### config.mk
export PLATFORM = sky130hd
export DESIGN_NAME = idu
export DESIGN_NICKNAME = d
export VERILOG_FILES = /design/src/idu_pkg.sv /design/src/dispatch_decode.sv /design/src/dispatch_issue.sv /design/src/idu.sv /design/src/reg_status_table.sv /design/src/rs_class_pool.sv
export SDC_FILE = /design/constraint.sdc
export NUM_CORES = 1
export LEC_CHECK = 0
export ABC_AREA = 1
export BUFFER_PORTS_ARGS = -buffer_cell sky130_fd_sc_hd__buf_2
export CORE_MARGIN = 2
export CORE_UTILIZATION = 58
export CTS_CLUSTER_DIAMETER = 30
export CTS_CLUSTER_SIZE = 24
export DETAILED_ROUTE_END_ITERATION = 10
export PLACE_DENSITY = 0.94
export SYNTH_ARGS = -nofsm -noshare
export SYNTH_HDL_FRONTEND = slang
export SYNTH_HIERARCHICAL = 1
export SYNTH_SLANG_ARGS = --single-unit
### constraint.sdc
create_clock -name clk -period 8.1 [get_ports clk]
set_clock_uncertainty 0.15 [all_clocks]
set_input_delay 1.62 -clock clk [delete_from_list [all_inputs] [get_ports clk]]
set_output_delay 1.62 -clock clk [all_outputs]
set_load 0.05 [all_outputs]
### src/idu_pkg.sv
/* Instruction dispatch unit shared definitions
   Field widths, station tags, class encoding and the structs passed between blocks */
package idu_pkg;

   ////////////////////////////////////////
   // Widths and constants
   ////////////////////////////////////////

   typedef logic [3:0] field_t;   // Op, register or source field
   typedef logic [3:0] rs_tag_t;  // Station tag, 0 means none

   localparam int NUM_CLASS = 4;  // ADD, MULT, FETCH, STORE
   localparam int REG_BASE  = 9;  // Number of first architectural register

   // Tag = class index * stations per class + station index + 1
   typedef enum logic [1:0] {
      CLS_ADD,
      CLS_MULT,
      CLS_FETCH,
      CLS_STORE
   } op_class_e;

   ////////////////////////////////////////
   // Structs
   ////////////////////////////////////////

   typedef struct packed {
      logic   valid;
      field_t op;
      field_t dest;
      field_t src0;
      field_t src1;
   } inst_t;

   typedef struct packed {
      logic      valid;         // Slot offered this cycle
      logic      legal;         // Valid with op 1 to 4
      op_class_e cls;
      field_t    dest;
      field_t    src0;
      field_t    src1;
      logic      src0_not_reg;
      logic      src1_not_reg;
      logic      hazard;        // Reads the dest of slot 1
   } slot_req_t;

   typedef struct packed {
      logic    valid;
      rs_tag_t rs_tag;
      field_t  src0;
      field_t  src1;
      logic    src0_not_reg;
      logic    src1_not_reg;
   } dispatch_bus_t;

   typedef struct packed {
      logic    busy;
      rs_tag_t tag;           // Station that will write the register
   } reg_stat_t;

endpackage

### src/dispatch_decode.sv
/* Dispatch decoder
   Classifies both offered slots, checks the pair hazard and raises class requests */
`timescale 1ns/1ps

module dispatch_decode #(
   parameter int NUM_REG = 4
) (
   input  idu_pkg::inst_t                     inst_1,
   input  idu_pkg::inst_t                     inst_2,
   output idu_pkg::slot_req_t                 slot_1,
   output idu_pkg::slot_req_t                 slot_2,
   output logic [idu_pkg::NUM_CLASS-1:0]      req_1,
   output logic [idu_pkg::NUM_CLASS-1:0]      req_2
);

   // True for a field inside the architectural register range
   function automatic logic is_reg(idu_pkg::field_t f);
      return (int'(f) >= idu_pkg::REG_BASE) && (int'(f) < idu_pkg::REG_BASE + NUM_REG);
   endfunction

   function automatic idu_pkg::slot_req_t decode_slot(idu_pkg::inst_t inst);
      idu_pkg::slot_req_t s;
      s              = '0;
      s.valid        = inst.valid;
      s.dest         = inst.dest;
      s.src0         = inst.src0;
      s.src1         = inst.src1;
      s.src0_not_reg = !is_reg(inst.src0);
      s.src1_not_reg = !is_reg(inst.src1);
      case (inst.op)
         4'd1:    s.cls = idu_pkg::CLS_ADD;
         4'd2:    s.cls = idu_pkg::CLS_MULT;
         4'd3:    s.cls = idu_pkg::CLS_FETCH;
         4'd4:    s.cls = idu_pkg::CLS_STORE;
         default: s.cls = idu_pkg::CLS_ADD;   // Don't care, slot is illegal
      endcase
      s.legal  = inst.valid && (inst.op >= 4'd1) && (inst.op <= 4'd4);
      s.hazard = 1'b0;
      return s;
   endfunction

   idu_pkg::slot_req_t dec_1;
   idu_pkg::slot_req_t dec_2;

   always_comb begin
      dec_1 = decode_slot(inst_1);
      dec_2 = decode_slot(inst_2);
      // RAW inside the pair, slot 2 must wait a cycle
      dec_2.hazard = dec_1.legal &&
                     ((inst_2.src0 == inst_1.dest) || (inst_2.src1 == inst_1.dest));
   end

   assign slot_1 = dec_1;
   assign slot_2 = dec_2;

   ////////////////////////////////////////
   // Per-class requests
   ////////////////////////////////////////

   always_comb begin
      for (int k = 0; k < idu_pkg::NUM_CLASS; k++) begin
         req_1[k] = dec_1.legal && (int'(dec_1.cls) == k);
         req_2[k] = dec_2.legal && !dec_2.hazard && (int'(dec_2.cls) == k);
      end
   end

endmodule

### src/dispatch_issue.sv
/* Dispatch issue stage
   In-order grant of both slots, consume pulses, registered buses and table writes */
`timescale 1ns/1ps

module dispatch_issue #(
   parameter int NUM_REG = 4
) (
   input  logic                                      clk,
   input  logic                                      rst_n,
   input  idu_pkg::slot_req_t                        slot_1,
   input  idu_pkg::slot_req_t                        slot_2,
   input  logic [idu_pkg::NUM_CLASS-1:0]             ok_1,
   input  logic [idu_pkg::NUM_CLASS-1:0]             ok_2,
   input  idu_pkg::rs_tag_t [idu_pkg::NUM_CLASS-1:0] tag_1,
   input  idu_pkg::rs_tag_t [idu_pkg::NUM_CLASS-1:0] tag_2,
   output logic [idu_pkg::NUM_CLASS-1:0]             commit_1,
   output logic [idu_pkg::NUM_CLASS-1:0]             commit_2,
   output logic                                      take_1,
   output logic                                      take_2,
   output idu_pkg::dispatch_bus_t                    bus_1,
   output idu_pkg::dispatch_bus_t                    bus_2,
   output logic                                      wr_en_1,
   output logic [$clog2(NUM_REG)-1:0]                wr_idx_1,
   output idu_pkg::rs_tag_t                          wr_tag_1,
   output logic                                      wr_en_2,
   output logic [$clog2(NUM_REG)-1:0]                wr_idx_2,
   output idu_pkg::rs_tag_t                          wr_tag_2
);

   localparam int IDX_W = $clog2(NUM_REG);

   function automatic idu_pkg::dispatch_bus_t make_bus(idu_pkg::slot_req_t s,
                                                       idu_pkg::rs_tag_t   t);
      idu_pkg::dispatch_bus_t b;
      b.valid        = 1'b1;
      b.rs_tag       = t;
      b.src0         = s.src0;
      b.src1         = s.src1;
      b.src0_not_reg = s.src0_not_reg;
      b.src1_not_reg = s.src1_not_reg;
      return b;
   endfunction

   function automatic logic dest_in_range(idu_pkg::field_t d);
      return (int'(d) >= idu_pkg::REG_BASE) && (int'(d) < idu_pkg::REG_BASE + NUM_REG);
   endfunction

   logic             disp_1;
   logic             disp_2;
   idu_pkg::rs_tag_t gnt_tag_1;
   idu_pkg::rs_tag_t gnt_tag_2;

   ////////////////////////////////////////
   // Grant and consume
   ////////////////////////////////////////

   assign disp_1    = slot_1.legal && ok_1[slot_1.cls];
   assign disp_2    = disp_1 && slot_2.legal && !slot_2.hazard && ok_2[slot_2.cls];
   assign gnt_tag_1 = tag_1[slot_1.cls];
   assign gnt_tag_2 = tag_2[slot_2.cls];

   assign commit_1 = disp_1 ? (idu_pkg::NUM_CLASS'(1) << slot_1.cls) : '0;
   assign commit_2 = disp_2 ? (idu_pkg::NUM_CLASS'(1) << slot_2.cls) : '0;

   // Illegal ops are swallowed, slot 2 never passes slot 1
   assign take_1 = slot_1.valid && (disp_1 || !slot_1.legal);
   assign take_2 = take_1 && slot_2.valid && (disp_2 || !slot_2.legal);

   // Register table write ports, only for dests that name a register
   assign wr_en_1  = disp_1 && dest_in_range(slot_1.dest);
   assign wr_idx_1 = IDX_W'(slot_1.dest - idu_pkg::field_t'(idu_pkg::REG_BASE));
   assign wr_tag_1 = gnt_tag_1;
   assign wr_en_2  = disp_2 && dest_in_range(slot_2.dest);
   assign wr_idx_2 = IDX_W'(slot_2.dest - idu_pkg::field_t'(idu_pkg::REG_BASE));
   assign wr_tag_2 = gnt_tag_2;

   ////////////////////////////////////////
   // Dispatch buses
   ////////////////////////////////////////

   always_ff @(posedge clk) begin
      if (!rst_n) begin
         bus_1 <= '0;
         bus_2 <= '0;
      end else begin
         bus_1 <= disp_1 ? make_bus(slot_1, gnt_tag_1) : '0;
         bus_2 <= disp_2 ? make_bus(slot_2, gnt_tag_2) : '0;
      end
   end

endmodule

### src/idu.sv
/* Two-wide instruction dispatch unit
   Decode, per-class station pools, issue and register status table */
`timescale 1ns/1ps

module idu #(
   parameter int RS_PER_CLASS = 2,   // Up to 3 fits the tag
   parameter int NUM_REG      = 4
) (
   input  logic                                              clk,
   input  logic                                              rst_n,
   input  idu_pkg::inst_t                                    inst_1,
   input  idu_pkg::inst_t                                    inst_2,
   output logic                                              take_1,
   output logic                                              take_2,
   input  logic [idu_pkg::NUM_CLASS-1:0][RS_PER_CLASS-1:0]   done,
   output idu_pkg::dispatch_bus_t                            bus_1,
   output idu_pkg::dispatch_bus_t                            bus_2,
   output idu_pkg::reg_stat_t [NUM_REG-1:0]                  reg_status
);

   idu_pkg::slot_req_t                        slot_1;
   idu_pkg::slot_req_t                        slot_2;
   logic [idu_pkg::NUM_CLASS-1:0]             req_1;
   logic [idu_pkg::NUM_CLASS-1:0]             req_2;
   logic [idu_pkg::NUM_CLASS-1:0]             ok_1;
   logic [idu_pkg::NUM_CLASS-1:0]             ok_2;
   idu_pkg::rs_tag_t [idu_pkg::NUM_CLASS-1:0] tag_1;
   idu_pkg::rs_tag_t [idu_pkg::NUM_CLASS-1:0] tag_2;
   logic [idu_pkg::NUM_CLASS-1:0]             commit_1;
   logic [idu_pkg::NUM_CLASS-1:0]             commit_2;
   logic                                      wr_en_1;
   logic                                      wr_en_2;
   logic [$clog2(NUM_REG)-1:0]                wr_idx_1;
   logic [$clog2(NUM_REG)-1:0]                wr_idx_2;
   idu_pkg::rs_tag_t                          wr_tag_1;
   idu_pkg::rs_tag_t                          wr_tag_2;

   dispatch_decode #(.NUM_REG(NUM_REG)) u_decode (
      .inst_1 (inst_1),
      .inst_2 (inst_2),
      .slot_1 (slot_1),
      .slot_2 (slot_2),
      .req_1  (req_1),
      .req_2  (req_2)
   );

   ////////////////////////////////////////
   // One station pool per class
   ////////////////////////////////////////

   for (genvar k = 0; k < idu_pkg::NUM_CLASS; k++) begin : g_pool
      rs_class_pool #(
         .RS_PER_CLASS (RS_PER_CLASS),
         .CLASS_ID     (k)
      ) u_pool (
         .clk      (clk),
         .rst_n    (rst_n),
         .req_1    (req_1[k]),
         .req_2    (req_2[k]),
         .commit_1 (commit_1[k]),
         .commit_2 (commit_2[k]),
         .done     (done[k]),
         .ok_1     (ok_1[k]),
         .ok_2     (ok_2[k]),
         .tag_1    (tag_1[k]),
         .tag_2    (tag_2[k])
      );
   end

   dispatch_issue #(.NUM_REG(NUM_REG)) u_issue (
      .clk      (clk),
      .rst_n    (rst_n),
      .slot_1   (slot_1),
      .slot_2   (slot_2),
      .ok_1     (ok_1),
      .ok_2     (ok_2),
      .tag_1    (tag_1),
      .tag_2    (tag_2),
      .commit_1 (commit_1),
      .commit_2 (commit_2),
      .take_1   (take_1),
      .take_2   (take_2),
      .bus_1    (bus_1),
      .bus_2    (bus_2),
      .wr_en_1  (wr_en_1),
      .wr_idx_1 (wr_idx_1),
      .wr_tag_1 (wr_tag_1),
      .wr_en_2  (wr_en_2),
      .wr_idx_2 (wr_idx_2),
      .wr_tag_2 (wr_tag_2)
   );

   reg_status_table #(
      .NUM_REG      (NUM_REG),
      .RS_PER_CLASS (RS_PER_CLASS)
   ) u_reg_table (
      .clk        (clk),
      .rst_n      (rst_n),
      .wr_en_1    (wr_en_1),
      .wr_idx_1   (wr_idx_1),
      .wr_tag_1   (wr_tag_1),
      .wr_en_2    (wr_en_2),
      .wr_idx_2   (wr_idx_2),
      .wr_tag_2   (wr_tag_2),
      .done       (done),
      .reg_status (reg_status)
   );

endmodule

### src/reg_status_table.sv
/* Register status table
   Pending writer tag per architectural register, set on dispatch, cleared on done */
`timescale 1ns/1ps

module reg_status_table #(
   parameter int NUM_REG      = 4,
   parameter int RS_PER_CLASS = 2
) (
   input  logic                                              clk,
   input  logic                                              rst_n,
   input  logic                                              wr_en_1,
   input  logic [$clog2(NUM_REG)-1:0]                        wr_idx_1,
   input  idu_pkg::rs_tag_t                                  wr_tag_1,
   input  logic                                              wr_en_2,
   input  logic [$clog2(NUM_REG)-1:0]                        wr_idx_2,
   input  idu_pkg::rs_tag_t                                  wr_tag_2,
   input  logic [idu_pkg::NUM_CLASS-1:0][RS_PER_CLASS-1:0]   done,
   output idu_pkg::reg_stat_t [NUM_REG-1:0]                  reg_status
);

   localparam int NUM_RS = idu_pkg::NUM_CLASS * RS_PER_CLASS;

   // Bit t is the done pulse of the station with tag t, bit 0 is never set
   logic [NUM_RS:0] done_by_tag;

   assign done_by_tag = {done, 1'b0};

   ////////////////////////////////////////
   // Entry update
   ////////////////////////////////////////

   always_ff @(posedge clk) begin
      if (!rst_n) begin
         reg_status <= '0;
      end else begin
         for (int i = 0; i < NUM_REG; i++) begin
            if (wr_en_2 && (int'(wr_idx_2) == i)) begin        // Younger write wins
               reg_status[i].busy <= 1'b1;
               reg_status[i].tag  <= wr_tag_2;
            end else if (wr_en_1 && (int'(wr_idx_1) == i)) begin
               reg_status[i].busy <= 1'b1;
               reg_status[i].tag  <= wr_tag_1;
            end else if (reg_status[i].busy && done_by_tag[reg_status[i].tag]) begin
               reg_status[i] <= '0;                          // Writer finished
            end
         end
      end
   end

endmodule

### src/rs_class_pool.sv
/* Reservation station pool for one instruction class
   Busy bits plus lowest-free selection for both dispatch slots */
`timescale 1ns/1ps

module rs_class_pool #(
   parameter int RS_PER_CLASS = 2,
   parameter int CLASS_ID     = 0
) (
   input  logic                    clk,
   input  logic                    rst_n,
   input  logic                    req_1,
   input  logic                    req_2,
   input  logic                    commit_1,
   input  logic                    commit_2,
   input  logic [RS_PER_CLASS-1:0] done,
   output logic                    ok_1,
   output logic                    ok_2,
   output idu_pkg::rs_tag_t        tag_1,
   output idu_pkg::rs_tag_t        tag_2
);

   // One-hot station to its global tag
   function automatic idu_pkg::rs_tag_t tag_of(logic [RS_PER_CLASS-1:0] onehot);
      idu_pkg::rs_tag_t t;
      t = '0;
      for (int i = 0; i < RS_PER_CLASS; i++) begin
         if (onehot[i]) begin
            t = idu_pkg::rs_tag_t'(CLASS_ID * RS_PER_CLASS + i + 1);
         end
      end
      return t;
   endfunction

   logic [RS_PER_CLASS-1:0] busy_q;
   logic [RS_PER_CLASS-1:0] free_1;
   logic [RS_PER_CLASS-1:0] free_2;
   logic [RS_PER_CLASS-1:0] pick_1;   // One-hot offer to slot 1
   logic [RS_PER_CLASS-1:0] pick_2;   // One-hot offer to slot 2
   logic [RS_PER_CLASS-1:0] set_mask;

   ////////////////////////////////////////
   // Free station selection
   ////////////////////////////////////////

   always_comb begin
      free_1 = ~busy_q;
      pick_1 = free_1 & (~free_1 + 1'b1);                // Lowest set bit
      free_2 = free_1 & ~(req_1 ? pick_1 : '0);          // Skip slot 1's offer
      pick_2 = free_2 & (~free_2 + 1'b1);
   end

   assign ok_1  = req_1 && (|pick_1);
   assign ok_2  = req_2 && (|pick_2);
   assign tag_1 = ok_1 ? tag_of(pick_1) : '0;
   assign tag_2 = ok_2 ? tag_of(pick_2) : '0;

   ////////////////////////////////////////
   // Busy bits
   ////////////////////////////////////////

   assign set_mask = (commit_1 ? pick_1 : '0) | (commit_2 ? pick_2 : '0);

   always_ff @(posedge clk) begin
      if (!rst_n) begin
         busy_q <= '0;
      end else begin
         busy_q <= (busy_q & ~done) | set_mask;   // New grant wins over done
      end
   end

endmodule
### Word level (Yosys, flattened, before mapping)

Index checks and enable logic that the tools add are counted.

* bitwise gates (word level): 44
* equality and inequality tests: 20
* shift-type cells: 2
* reduce and logical (&&, ||, !) cells: 77
* mux-type cells: 70
* order comparisons: 22
* add/sub/neg operators: 10

Operators by type and width (number)
* $mux 5: 12
* $logic_and 1x1->1: 49
* $not 2->2: 20
* $mux 2: 18
* $mux 3: 12
* $and 2x2->2: 16
* $mux 4: 8
* $mux 15: 2
* $ge 4x4->1 const B: 6
* $lt 4x4->1 const B: 6
* $lt 4x5->1 const B: 4
* $add 2x1->2 const B: 8
* $bmux 1 s4: 4
* $bmux 4 s2: 2
* $eq 2x2->1 const B: 8
* $eq 4x2->1 const B: 4
* $or 2x2->2: 8
* $reduce_or 2->1: 8
* $pmux 2 s3: 2
* $reduce_bool 3->1: 4
* $eq 2x1->1 const B: 4
* $eq 4x3->1 const B: 2
* $eq 4x4->1: 2
* $ge 4x1->1 const B: 2
* other kinds (10): 34

* register bits: 58
* output and inout bits: 52
* input bits: 44

### Depth between registers and ports, before layout

* depth after elaboration: 19
* gate-level depth with buffers: 24
* gate-level depth less buffers: 23

### Modules after synthesis

Netlist, hierarchy kept.

By module, submodules not included
* dispatch_issue: instances 1, cells each 217, area an instance 1559.0 µm²
* reg_status_table: instances 1, cells each 253, area an instance 1475.2 µm²
* dispatch_decode: instances 1, cells each 124, area an instance 631.9 µm²
* rs_class_pool (g_pool[0].u_pool ...): instances 2, cells each 36, area an instance 201.4 µm²
* rs_class_pool (g_pool[2].u_pool): instances 1, cells each 36, area an instance 209.0 µm²
* rs_class_pool (g_pool[3].u_pool): instances 1, cells each 35, area an instance 197.7 µm²

### Worst setup path before layout

No wires, ideal clock.

* path kind: in2out
* start: in inst_1[12] (netlist name)
* end: out take_2
* stages: 13
* arrival: 3.849 ns
* path buffers: 0
* slack: 2.481 ns
* data required time: 6.330 ns
* path through: nor2_1 nand2_1 a21oi_4 inv_2 nor3_2 inv_2 a21oi_1 nand3_1 nand2_1 nor2_2 nor2_4 nand2_1 a21oi_1

RTL lines
* start, declared: RTL line idu.sv:11 `input idu_pkg::inst_t inst_1,`
* end, declared: RTL line idu.sv:14 `output logic take_2,`

==> flow_summary.yaml <==
status:
  status: "complete, no violations"
power_and_ir_drop:
  power_frac_clock: 0.455
  p_sw_frac: 0.275
  intPower_uw: 485
  power.total_uw: 670
  pwr_density_cell_nw_per_um2: 136
  pwr-share-comb: 0.119
  power_frac_seq: 0.426
  irDropWorstVdd_mv: 0.0956
  p_sw_uw: 184
  p_leak_nw: 2.70
global_routing:
  gr-usage-all-layers: 0.249
  antenna_found_initial: 0
  overflow: 0
  grt_pass1_wl_um: 17000
  grt_pass1_vias: 3846
  grt_start_max_net_pins: 31
floorplan:
  fp.dieW_um: 91.7
  die_y_um: 91.7
  die-area_um2: 8410
  core_area_um2: 7370
  io_pins: 96
  std_cell_rows: 31
  start_util: 0.606
sta:
  drv_slew: 0
  fin_crit_ns: 5.64
  fin_crit_sh: 0.696
  hold_viol: 0
  setup_viol: 0
  worst_slew_pin_slew_ns: 0.961
  relSlewSlack: 0.353
  rsz0062_at_grt: "no"
  max_freq_mhz: 177
  fin_setup_tns_ns: 0
setup_path:
  path_class: "in2out"
  arrival_ns: 3.87
  end_kind: "output pin"
  cp_max_fo: 6
  worstPathRequired_ns: 6.33
  startpoint_type: "input pin"
route:
  drtAntennaViolNets: 0
  wl_per_cell_um: 11.6
  vias: 4485
  dr.pass1.iters: 6
  drcViolationCount: 0
  drt_iter0_drc: 330
  postRouteWirelength_um: 10400
  via_per_inst: 4.98
run:
  drv_cap: 0
place:
  place.gp.congestion: 0.921
  portBuffers: 95
  place_hpwl_um: 7890
  dp_cells: 885
finish:
  syn_to_final_growth_pct: 10.1
  post-route-util: 0.667
  diodes: 0
  fin_nets: 845
  drive_gt1_frac: 0.219
  final_cells: 901
min_path:
  hold_path_class: "reg2reg"
yosys:
  syn_area_per_cell_um2: 6.07
  syn_inst: 735
  ys_warn_count: 6
  syn-cell-area_um2: 4460
cts:
  clock_sinks: 58
  cts_root_buf: "clkbuf_8"
  cts_hold_buf: 0
  path_clk_slew_ns: 0.07
  clock_path_buffers: 2
  cts_resized: 0
  cts_tree: "yes"
  post_cts_buffers: 0
  cts_buffers: 9
  clkLatencyLatePin_ns: 0.34
  h-tree-depth: 3
per-layer routing:
layer	GRT usage	up-vias	routed length [um]
met1	0.320	1934	4650
met2	0.411	185	4700
li1	-	2340	-
met4	0.0896	0	235
met5	0	-	0
met3	0.0551	26	819
power groups by stage:
stage | combinational (mW) | sequential (mW) | clock (mW)
global route | 0.0891 | 0.285 | 0.322
finish | 0.0794 | 0.286 | 0.305
global placement | 0.0760 | 0.292 | 0
floorplan | 0.0619 | 0.293 | 0
detailed placement | 0.0775 | 0.292 | 0
CTS | 0.0781 | 0.285 | 0.310
through the flow:
stage | setup WS, ns | hold WS (ns) | instance area, um^2
after global routing | 2.19 | 0.385 | 4920
after CTS | 2.49 | 0.358 | 4920
after global placement | 2.59 | 0.348 | 4690
final | 2.46 | 0.359 | 4920
after detailed placement | 2.51 | 0.349 | 4690
after floorplan | 2.48 | 0.378 | 4480
registers in the layout (all words and copies together) (netlist names):
register and cells:
u_issue/bus_2 15, g_pool.u_pool/busy_q 8, u_issue/bus_1 15, u_reg_table/reg_status 20
cell type report:
type                    count  area (um^2)
well taps                  99          124
fillers                   660         2450
repair buffers             95          475
clock inverters             7          103
inverters                 149          559
clock buffers               9          124
multi-input cells         484         2370
flip-flops and latches     58         1160
worst max-delay path, stage by stage:
cell and delay [ns]:
buf_2 0.10, nor2_1 0.13, nand2_1 0.13, a21oi_4 0.23
inv_2 0.07, nor3_2 0.31, inv_2 0.09, a21oi_1 0.13
nand3_1 0.09, nand2_1 0.12, nor2_2 0.07, nor2_4 0.15
nand2_1 0.17, a21oi_1 0.16, buf_2 0.27
final timing paths:
kind | from | to | slack [ns] | cells after the start
setup reg to reg | g_pool[3].u_pool/busy_q[0]$_SDFF_PN0_ | u_reg_table/reg_status[18]$_SDFFE_PN0P_ | 5.22 | 14
hold reg to reg | u_reg_table/reg_status[19]$_SDFFE_PN0P_ | u_reg_table/reg_status[19]$_SDFFE_PN0P_ | 0.36 | 2
hold / removal | u_reg_table/reg_status[19]$_SDFFE_PN0P_ | u_reg_table/reg_status[19]$_SDFFE_PN0P_ | 0.36 | 2
setup / recovery | inst_1[12] | take_2 | 2.46 | 15
placed cells by master (no fill, tap or decap), drive strengths merged:
cell type / instances
bufinv: 2
nand3: 76
nor3: 27
conb: 8
clkinvlp: 1
nand3b: 5
o211ai: 2
clkbuf: 9
clkinv: 3
buf: 95
inv: 150
nand2: 182
a21oi: 39
a22oi: 2
ha: 4
nor2: 99
a22o: 1
a31oi: 6
nand4: 4
or2: 1
o21ai: 28
dfxtp: 58
Power figures use the tool's default switching activity.
